File: src/design/apm_pkg.sv
//-----------------------------
// APM chain shared definitions
// Chain geometry, control word and slot types,
// scan controller state encoding
//-----------------------------
package apm_pkg;

        //-----------------------------
        // Chain geometry
        //-----------------------------
        // Sensor slots in the row
        localparam int NUM_CBB    = 4;
        // TDR width per slot
        localparam int CTRL_LEN   = 14;
        // Slot number width
        localparam int ADDR_W     = 2;
        // One TDR plus one bypass bit for every other slot
        localparam int SHIFT_LEN  = CTRL_LEN + NUM_CBB - 1;
        // Shift bit counter, must reach SHIFT_LEN
        localparam int CNT_W      = $clog2(SHIFT_LEN + 1);

        // Power enable position inside the control word
        localparam int PWR_EN_BIT = 0;

        //-----------------------------
        // Control word layout, LSB up
        //   [0]     power enable
        //   [1]     cal enable
        //   [2]     osc enable
        //   [3]     step enable
        //   [5:4]   transistor select
        //   [9:6]   mux select
        //   [13:10] vdac select
        //-----------------------------
        typedef logic [CTRL_LEN-1:0] apm_ctrl_t;

        // Slot number and one-hot slot select
        typedef logic [ADDR_W-1:0]   cbb_addr_t;
        typedef logic [NUM_CBB-1:0]  cbb_sel_t;

        // Controller phases, one command per IDLE..DONE round
        typedef enum logic [2:0] {
                IDLE,
                CAPTURE,
                SHIFT,
                UPDATE,
                DONE
        } scan_state_t;

endpackage

File: src/design/apm_cbb_stage.sv
`timescale 1ns/1ps
//-----------------------------
// CBB slot
// Holds the slot's TDR, ORs its power enable into the row,
// flags double enables and picks the measurement clock
//-----------------------------
module apm_cbb_stage
        import apm_pkg::*;
(
        input  logic      tck,
        input  logic      arst_n,
        // Scan bus
        input  logic      sel,
        input  logic      capture,
        input  logic      shift,
        input  logic      update,
        input  logic      si,
        output logic      so,
        // Sensor configuration
        output apm_ctrl_t cfg,
        // Row chains
        input  logic      cbb_clk,
        input  logic      meas_clk_in,
        input  logic      pwr_en_prev,
        input  logic      pwr_err_prev,
        output logic      pwr_en_next,
        output logic      pwr_err_next,
        output logic      meas_clk_out
);

        apm_ctrl_t ctrl;
        logic      pwr_en;
        logic      pwr_clash;

        apm_cbb_tdr u_tdr (
                .tck     (tck),
                .arst_n  (arst_n),
                .sel     (sel),
                .capture (capture),
                .shift   (shift),
                .update  (update),
                .si      (si),
                .so      (so),
                .ctrl    (ctrl)
        );

        // Tuning fields straight from the update stage
        assign cfg    = ctrl;
        assign pwr_en = ctrl[PWR_EN_BIT];

        //-----------------------------
        // Power enable and error chains
        //-----------------------------
        assign pwr_en_next  = pwr_en | pwr_en_prev;
        // This slot on while some earlier slot is on too
        assign pwr_clash    = pwr_en & pwr_en_prev;
        assign pwr_err_next = pwr_clash | pwr_err_prev;

        // Enabled slot overrides anything from earlier in the row
        assign meas_clk_out = pwr_en ? cbb_clk : meas_clk_in;

endmodule

File: src/design/apm_cbb_tdr.sv
`timescale 1ns/1ps
//-----------------------------
// CBB test data register
// 14-bit capture/shift/update register for one slot,
// with a one-bit bypass when the slot is not selected
//-----------------------------
module apm_cbb_tdr
        import apm_pkg::*;
(
        input  logic      tck,
        input  logic      arst_n,
        input  logic      sel,
        input  logic      capture,
        input  logic      shift,
        input  logic      update,
        input  logic      si,
        output logic      so,
        output apm_ctrl_t ctrl
);

        // Shift stage
        apm_ctrl_t shift_q;
        // Update stage, drives the sensor
        apm_ctrl_t update_q;
        // Bypass bit
        logic      bypass_q;

        //-----------------------------
        // Selected path
        //-----------------------------
        always_ff @(posedge tck or negedge arst_n) begin
                if (!arst_n) begin
                        shift_q  <= '0;
                        update_q <= '0;
                end else if (sel) begin
                        // Old word goes out for readback
                        if (capture) begin
                                shift_q <= update_q;
                        end else if (shift) begin
                                // MSB takes si, LSB leaves on so
                                shift_q <= {si, shift_q[CTRL_LEN-1:1]};
                        end
                        if (update) begin
                                update_q <= shift_q;
                        end
                end
        end

        //-----------------------------
        // Bypass path
        //-----------------------------
        always_ff @(posedge tck or negedge arst_n) begin
                if (!arst_n) begin
                        bypass_q <= 1'b0;
                end else if (!sel) begin
                        // Captures a fixed zero
                        if (capture) begin
                                bypass_q <= 1'b0;
                        end else if (shift) begin
                                bypass_q <= si;
                        end
                end
        end

        // Select is stable across a whole command
        assign so   = sel ? shift_q[0] : bypass_q;
        assign ctrl = update_q;

        // Controller never overlaps these phases
        a_shift_update_excl: assert property (@(posedge tck) disable iff (!arst_n)
                !(shift && update));

endmodule

File: src/design/apm_chain_top.sv
`timescale 1ns/1ps
//-----------------------------
// APM sensor chain top
// Scan controller driving a daisy chain of CBB slots
//-----------------------------
module apm_chain_top
        import apm_pkg::*;
(
        input  logic                      tck,
        input  logic                      arst_n,
        // Host command port
        input  logic                      req,
        input  logic                      cmd_write,
        input  cbb_addr_t                 cmd_addr,
        input  apm_ctrl_t                 cmd_wdata,
        output logic                      ack,
        output apm_ctrl_t                 rdata,
        // Sensor side
        input  logic [NUM_CBB-1:0]        cbb_clk,
        input  logic                      ref_clk,
        output apm_ctrl_t [NUM_CBB-1:0]   cfg,
        output logic                      pwr_any,
        output logic                      pwr_err,
        output logic                      meas_clk
);

        // Scan bus
        logic     capture;
        logic     shift;
        logic     update;
        cbb_sel_t sel;

        // Slot k sits between index k and k+1 of each chain
        logic [NUM_CBB:0] scan_w;
        logic [NUM_CBB:0] en_w;
        logic [NUM_CBB:0] err_w;
        logic [NUM_CBB:0] clk_w;

        apm_scan_ctrl u_ctrl (
                .tck       (tck),
                .arst_n    (arst_n),
                .req       (req),
                .cmd_write (cmd_write),
                .cmd_addr  (cmd_addr),
                .cmd_wdata (cmd_wdata),
                .ack       (ack),
                .rdata     (rdata),
                .so_chain  (scan_w[NUM_CBB]),
                .capture   (capture),
                .shift     (shift),
                .update    (update),
                .sel       (sel),
                .si        (scan_w[0])
        );

        //-----------------------------
        // Chain heads and tails
        //-----------------------------
        assign en_w[0]  = 1'b0;
        assign err_w[0] = 1'b0;
        assign clk_w[0] = ref_clk;

        assign pwr_any  = en_w[NUM_CBB];
        assign pwr_err  = err_w[NUM_CBB];
        assign meas_clk = clk_w[NUM_CBB];

        for (genvar k = 0; k < NUM_CBB; k++) begin : g_stage
                apm_cbb_stage u_stage (
                        .tck          (tck),
                        .arst_n       (arst_n),
                        .sel          (sel[k]),
                        .capture      (capture),
                        .shift        (shift),
                        .update       (update),
                        .si           (scan_w[k]),
                        .so           (scan_w[k+1]),
                        .cfg          (cfg[k]),
                        .cbb_clk      (cbb_clk[k]),
                        .meas_clk_in  (clk_w[k]),
                        .pwr_en_prev  (en_w[k]),
                        .pwr_err_prev (err_w[k]),
                        .pwr_en_next  (en_w[k+1]),
                        .pwr_err_next (err_w[k+1]),
                        .meas_clk_out (clk_w[k+1])
                );
        end

endmodule

File: src/design/apm_scan_ctrl.sv
`timescale 1ns/1ps
//-----------------------------
// APM scan controller
// Takes host commands over a four-phase req/ack handshake
// and runs capture, shift and update on the CBB chain.
// Places the write word in the addressed TDR and
// pulls the captured word back out as read data.
//-----------------------------
module apm_scan_ctrl
        import apm_pkg::*;
(
        input  logic      tck,
        input  logic      arst_n,
        // Host side
        input  logic      req,
        input  logic      cmd_write,
        input  cbb_addr_t cmd_addr,
        input  apm_ctrl_t cmd_wdata,
        output logic      ack,
        output apm_ctrl_t rdata,
        // Scan bus
        input  logic      so_chain,
        output logic      capture,
        output logic      shift,
        output logic      update,
        output cbb_sel_t  sel,
        output logic      si
);

        scan_state_t            state;
        scan_state_t            state_nxt;
        logic [CNT_W-1:0]       bit_cnt;
        logic                   last_bit;
        logic                   wr_q;
        cbb_sel_t               sel_q;
        cbb_addr_t              addr_q;
        logic [ADDR_W-1:0]      tx_pad;
        logic [ADDR_W-1:0]      rx_pad;
        logic [SHIFT_LEN-1:0]   tx_sr;
        logic [SHIFT_LEN-1:0]   rx_sr;
        logic [SHIFT_LEN-1:0]   rx_aligned;
        apm_ctrl_t              rdata_q;

        // Bypass bits of the slots behind the addressed one
        // sit between its TDR and so_chain
        assign tx_pad = ADDR_W'(NUM_CBB - 1) - cmd_addr;
        assign rx_pad = ADDR_W'(NUM_CBB - 1) - addr_q;

        assign last_bit = (bit_cnt == CNT_W'(SHIFT_LEN - 1));

        //-----------------------------
        // Phase sequencing
        //-----------------------------
        always_comb begin
                state_nxt = state;
                case (state)
                        IDLE:    if (req) state_nxt = CAPTURE;
                        CAPTURE: state_nxt = SHIFT;
                        SHIFT:   if (last_bit) state_nxt = UPDATE;
                        // Read commands idle here for one cycle
                        UPDATE:  state_nxt = DONE;
                        // Hold ack until the host lets go of req
                        DONE:    if (!req) state_nxt = IDLE;
                        default: state_nxt = IDLE;
                endcase
        end

        always_ff @(posedge tck or negedge arst_n) begin
                if (!arst_n) begin
                        state   <= IDLE;
                        bit_cnt <= '0;
                        wr_q    <= 1'b0;
                        sel_q   <= '0;
                end else begin
                        state <= state_nxt;
                        case (state)
                                IDLE: if (req) begin
                                        wr_q  <= cmd_write;
                                        sel_q <= cbb_sel_t'(1) << cmd_addr;
                                end
                                CAPTURE: bit_cnt <= '0;
                                SHIFT:   bit_cnt <= bit_cnt + CNT_W'(1);
                                // Release the slot on return to zero
                                DONE:    if (!req) sel_q <= '0;
                                default: ;
                        endcase
                end
        end

        //-----------------------------
        // Data path
        //-----------------------------
        // Write word goes out LSB first behind tx_pad zero bits,
        // so_chain bits collect MSB end first
        always_ff @(posedge tck) begin
                case (state)
                        IDLE: if (req) begin
                                addr_q <= cmd_addr;
                                tx_sr  <= SHIFT_LEN'(cmd_wdata) << tx_pad;
                        end
                        SHIFT: begin
                                tx_sr <= {1'b0, tx_sr[SHIFT_LEN-1:1]};
                                rx_sr <= {so_chain, rx_sr[SHIFT_LEN-1:1]};
                        end
                        UPDATE:  rdata_q <= rx_aligned[CTRL_LEN-1:0];
                        default: ;
                endcase
        end

        // Drop the bypass bits that came out ahead of the word
        assign rx_aligned = rx_sr >> rx_pad;

        //-----------------------------
        // Outputs
        //-----------------------------
        assign capture = (state == CAPTURE);
        assign shift   = (state == SHIFT);
        assign update  = (state == UPDATE) && wr_q;
        assign ack     = (state == DONE);
        assign sel     = sel_q;
        assign si      = tx_sr[0];
        assign rdata   = rdata_q;

        // Ack only answers a req the host still held at the raising edge
        a_ack_after_req: assert property (@(posedge tck) disable iff (!arst_n)
                $rose(ack) |-> $past(req));

        // Exactly one slot on its TDR while data moves
        a_sel_onehot: assert property (@(posedge tck) disable iff (!arst_n)
                shift |-> $onehot(sel));

endmodule

File: config.mk
export PLATFORM = sky130hd
export DESIGN_NAME = apm_chain_top
export DESIGN_NICKNAME = d
export VERILOG_FILES = /design/src/design/apm_pkg.sv /design/src/design/apm_cbb_stage.sv /design/src/design/apm_cbb_tdr.sv /design/src/design/apm_chain_top.sv /design/src/design/apm_scan_ctrl.sv
export SDC_FILE = /design/constraint.sdc
export NUM_CORES = 1
export LEC_CHECK = 0
export BUFFER_PORTS_ARGS = -buffer_cell sky130_fd_sc_hd__buf_2
export CORE_MARGIN = 1.5
export CORE_UTILIZATION = 45
export CTS_CLUSTER_SIZE = 24
export DETAILED_ROUTE_END_ITERATION = 7
export GPL_TIMING_DRIVEN = 1
export PLACE_DENSITY_LB_ADDON = 0.05
export SLEW_MARGIN = 40
export SYNTH_ARGS = -nofsm -noshare
export SYNTH_HDL_FRONTEND = slang
export SYNTH_SLANG_ARGS = --single-unit
File: constraint.sdc
create_clock -name tck -period 2.16 [get_ports tck]
set_input_delay 0.324 -clock tck [delete_from_list [all_inputs] [get_ports tck]]
set_output_delay 0.324 -clock tck [all_outputs]
set_load 0.02 [all_outputs]
-- Word level (Yosys, flattened, before mapping)
Cells that the tools add are included.
- register bits after elaboration: 179
- bits in latches: 0
- bits in writable memories: 0
- bits in read-only memories: 0
- output and inout bits: 74
- word-level logic and storage cells: 101
- memories: 0
- add/sub/neg operators: 3
- multiply operators: 0
- divide/modulo/power cells: 0
- magnitude comparators: 0
- equal/unequal tests: 8
- shifts and indexed selects: 3
- muxes and demuxes: 34
- bitwise logic cells: 12
- reduce and logical (&&, ||, !) cells: 21
- operators by type and width (kind ; number):
    14-bit 2-to-1 mux ; 8
    17-bit one-hot mux with 2 select lines ; 1
    2-bit AND reduction ; 14
    17-bit 2-to-1 mux ; 1
    14-bit by 2-bit left shift with 17-bit output ; 1
    17-bit by 2-bit >> shifter with 14-bit output ; 1
    1-bit 2-to-1 mux ; 16
    3-bit one-hot mux with 5 select lines ; 1
    5-bit one-hot mux with 2 select lines ; 1
    3-bit 2-to-1 mux ; 3
    4-bit 2-to-1 mux ; 2
    4-bit one-hot mux with 2 select lines ; 1
    3-bit by 2-bit == test with 1-bit output, second input constant ; 2
    2-bit inequality test, second input constant ; 3
    3-bit AND reduction ; 2
    2-bit nonzero test ; 3
    5-bit by 1-bit adder with 5-bit output, second input constant ; 1
    5-bit == test, second input constant ; 1
    1-bit OR ; 5
    1-bit inverter ; 4
    1-bit by 2-bit left shift with 4-bit output, first input constant ; 1
    2-bit subtractor, first input constant ; 2
    1-bit AND ; 3
    3-bit by 1-bit == test with 1-bit output, second input constant ; 1
    3 further kinds ; 3

-- Longest topological paths before layout
- depth after elaboration: 4
- mapped depth: 7

-- Hierarchy
Synthesis repeated with hierarchy kept, for this count alone.
- cell total of the unflattened synthesis: 635
- area, all modules: 8249.2 µm²
- by module, submodules not included (module ; instances ; cells an instance ; area each (µm²) ; sequential area each (µm²)):
    apm_cbb_tdr ; 4 ; 107 ; 1278.7 ; 725.7
    apm_scan_ctrl ; 1 ; 194 ; 3010.4 ; 1826.8
    apm_cbb_stage ; 4 ; 3 ; 30.0 ; 0.0
    apm_chain_top ; 1 ; 1 ; 3.8 ; 0.0

-- Least setup slack after synthesis
Ideal clock, no wire load.
- path type: register to register
- start point: register u_ctrl.state[2]
- end point: register u_ctrl.tx_sr[0] (enable)
- arrival: 1853 ps
- data required time: 1748 ps
- slack: -106 ps
- stages on the path, launching flop included: 3
- clock period less this slack: 2266 ps
- cells stage by stage: dfrtp_1 clkbuf_1 nor3_1
- word-level cells in the longest chain between the ends: 3
- elaborated cells between the ends (all ways): 5
- those cells by class: 2 x eq/ne; 3 x reduce/logical
- RTL lines (element ; RTL line ; source):
    start: declaration ; apm_scan_ctrl.sv:30 ; scan_state_t state;
    start signal: assignment ; apm_scan_ctrl.sv:75 ; state <= state_nxt;
    3-bit by 2-bit == test with 1-bit output / 3-bit logical NOT (equally long branches) ; apm_scan_ctrl.sv:96 ; case (state)
    2-bit nonzero test (no source line) / 2-bit inequality test (equally long branches) ; -- ;
    2-bit AND reduction (no source line) * ; -- ;
    end signal: assignment ; apm_scan_ctrl.sv:99 ; tx_sr <= SHIFT_LEN'(cmd_wdata) << tx_pad;
    end signal: assignment ; apm_scan_ctrl.sv:102 ; tx_sr <= {1'b0, tx_sr[SHIFT_LEN-1:1]};
    end: declaration ; apm_scan_ctrl.sv:39 ; logic [SHIFT_LEN-1:0] tx_sr;
Every way passes the cells marked *; elsewhere a longest branch is shown, timed or not.
A chain may end at the register's enable or synchronous reset.

-- Worst setup path in the final report
- start point: register u_ctrl.state[1]
- end point: register g_stage[1].u_stage.u_tdr.shift_q[12]
- word-level cells in the longest chain between the ends: 3
- elaborated cells between the ends (all ways): 5
- those cells by class: 2 x eq/ne; 1 x mux; 2 x reduce/logical
- RTL lines (element ; RTL line ; source):
    3-bit by 1-bit == test with 1-bit output / 3-bit by 2-bit == test with 1-bit output (equally long branches) ; apm_scan_ctrl.sv:116, apm_scan_ctrl.sv:117 ;
    2-bit nonzero test (no source line) ; -- ;
    2-bit AND reduction (no source line) ; -- ;
    end signal: assignment ; apm_cbb_tdr.sv:38 ; shift_q <= update_q;
    end signal: assignment ; apm_cbb_tdr.sv:41 ; shift_q <= {si, shift_q[CTRL_LEN-1:1]};
    end: declaration ; apm_cbb_tdr.sv:22 ; apm_ctrl_t shift_q;
Parallel ways exist; a longest one is shown, timed or not.

==> run summary <==
outcome: completed
first-pass GRT wire length: 25850 um
Setup-failing EPs final: 0
Antenna diodes: 0
unrepaired setup endpoints after global routing: false
Logic pwr share: 27.0%
Post-synth ARST share: 72.07%
Total Wirelength: 15100 um
CTS Buffer Depth: 2
Sw Ratio: 30.36%
Yosys reg bits: 179
Nets: 681
Fin Setup TNS: 0 ns
Ports: 99
Slew Limit Fails: 0
1st-iter DRT viols: 205
cells along the critical path: or3b_4, clkinv_2, o21ai_2, mux2_2
Mapped Area: 8234 um^2
root buffer cell: clkbuf_16
Synth top area share: 39.20%
max-cap viol count: 0
crit path launch type: register
critical path's slowest cell: o21ai_2
row count: 49
dpl cell area: 8979 um^2
DP Wirelength: 10110 um
LEAKAGE: 4.641 nW
Post-DRT Antenna Nets: 0
initial antenna violation count: 0
# DRC: 0
max_slew headroom: 47.83%
Detailed Routing Iterations Pass 1: 4
Synth-to-Final Area Change: 16.71%
top_reg_cell synth: dfrtp_1
crit end category: register
post-DR wirelength/cell: 16.86 um
Mapped Cells: 550
gpl congestion: 0.7940
skew final: 0.009124 ns
Area contributors post-synth: dfrtp_1, mux2_2, edfxtp_1
Net Switching: 0.003437 W
most frequent cells in the layout: mux2_2, dfrtp_1, buf_2
Crit Path Class: register to register
Core ar.: 17960 um^2
largest net degree at the start of global routing: 49
Peak Freq: 492.7 MHz
fin crit period: 2.030 ns
Post-Layout Inst Area: 9610 um^2
syn nets: 577
share of cells above drive strength 1: 51.12%
clock power share: 28.6%
htree depth: 4
die width: 138.3 um
sequential power share: 44.4%
crit-path max cell delay: 0.70 ns
Avg Cell Area, Syn: 14.97 um^2
Crit Path Max Fanout: 14
via count: 4800
Remaining Overflow, GRT: 0
Ys Warns: 0
CTS sink cnt: 179
Yosys cell types: 48
Slew @ Worst Pin: 0.7824 ns
Int Power: 0.007883 W
Initial Util: 45.84%
Total GRT Usage: 16.73%
pwr dens: 1178 nW/um^2
worst min path class: input port to register
Num CTS Buffers: 17
vias in the first global route: 5012
chip height: 138.3 um
clk_lat worst skew: 0.42 ns
final hold violations: 0
port bufs: 98
die area: 19120 um^2
Post-synth EDFFs: 50
WP data required: 2.46 ns
Worst Path Arrival: 2.33 ns
area leader, netlist: dfrtp_1
fin crit share: 93.97%
most common cell after layout, fill and taps aside: mux2_2
Worst-path clk slew: 0.06 ns
VDD IR-drop max: 675.8 uV
CTS tree: yes
DR vias/cell: 5.357
register area share after synthesis: 57.44%
-- critical path: cells and delay by family (launching register included) --
family / cells / cell delay (ns)
AOI/OAI and AO/OA: 1 / 0.70
DFF: 1 / 0.37
and+or+nand+nor: 1 / 0.24
muxes: 1 / 0.41
buffers and inverters: 1 / 0.19
-- cell usage after synthesis, drive strengths merged (3+ instances only) --
cell type	number
dfrtp	129
clkbuf	10
a21oi	5
nor2	16
mux2	170
buf	24
nand2	37
inv	12
edfxtp	50
nor2b	4
mux4	23
o21ai	13
mux2i	14
nor3b	3
nor3	3
-- logic make-up after synthesis --
logic type	synth area share [%]
AOI/OAI and AO/OA	3.115
adders and majority gates	0.4254
buffers and inverters	3.191
DFF	57.44
muxes	31.29
and+or+nand+nor	4.543
-- through the flow --
step | hold WS [ns] | utilization [%] | cells | setup WS [ns] | total power (W)
final | 0.1620 | 53.50 | 896 | 0.1302 | 0.01132
after global routing | 0.1494 | 53.50 | 896 | 0.01647 | 0.01197
after CTS | 0.1422 | 53.50 | 896 | 0.1169 | 0.01146
after detailed placement | 0.2936 | 49.98 | 863 | 0.1240 | 0.008189
after global placement | 0.2820 | 49.98 | 863 | 0.1605 | 0.008057
after floorplan | 0.02841 | - | 550 | 0.1906 | 0.007356
-- what timing repair did --
action / in CTS / in global routing
hold buffers: 1 / 0
resized for setup: 0 / 0
endpoints found under the hold margin: 45 / 0
buffers inserted: 0 / 0
-- final timing paths --
path	cells after the start	from	slack (ns)	endpoint
max	4	u_ctrl.state[1]$_DFFE_PN0P_	0.13	g_stage[1].u_stage.u_tdr.shift_q[12]$_DFFE_PN0P_
min	2	cmd_write	0.16	u_ctrl.wr_q$_DFFE_PN0P_
max reg2reg	4	u_ctrl.state[1]$_DFFE_PN0P_	0.13	g_stage[1].u_stage.u_tdr.shift_q[12]$_DFFE_PN0P_
min reg2reg	0	u_ctrl.rx_sr[16]$_DFFE_PP_	0.48	u_ctrl.rx_sr[15]$_DFFE_PP_
max in group asynchronous	3	arst_n	1.10	g_stage[2].u_stage.u_tdr.ctrl[4]$_DFFE_PN0P_
min in group asynchronous	2	arst_n	0.41	g_stage[1].u_stage.u_tdr.shift_q[4]$_DFFE_PN0P_
-- power groups by stage --
stage | clock (W) | combinational (W) | sequential, W
after floorplan | 0 | 0.00230 | 0.00506
final | 0.00324 | 0.00305 | 0.00503
after CTS | 0.00333 | 0.00310 | 0.00504
after global placement | 0 | 0.00300 | 0.00506
after global routing | 0.00347 | 0.00335 | 0.00514
after detailed placement | 0 | 0.00309 | 0.00510
-- area by class of cell --
type                       instances  area [um^2]
fill                            1543         8353
clock buffer                      22        476.7
clock inverter                    10        145.1
tap                              229        286.5
timing repair buffer             119        669.4
inverter                          13        50.05
sequential                       179         4730
multi-input combinational        324         3253
-- flip-flops by register name, summed over array words and instances, names as in the netlist --
name                            count
u_ctrl.rdata                       14
g_stage.u_stage.u_tdr.ctrl         56
u_ctrl.state                        3
u_ctrl.wr_q                         1
u_ctrl.addr_q                       2
u_ctrl.tx_sr                       17
u_ctrl.bit_cnt                      5
g_stage.u_stage.u_tdr.shift_q      56
u_ctrl.rx_sr                       17
g_stage.u_stage.u_tdr.bypass_q      4
u_ctrl.sel                          4
-- metal layers --
layer	track usage, %	part of all wire (%)	vias to the layer above
li1	-	-	2244
met1	22.16	45	2452
met2	26.68	49	84
met3	4.053	3.5	20
met4	6.704	1.8	0
met5	0	0	-
No activity file was read; power rests on OpenSTA's default activity.
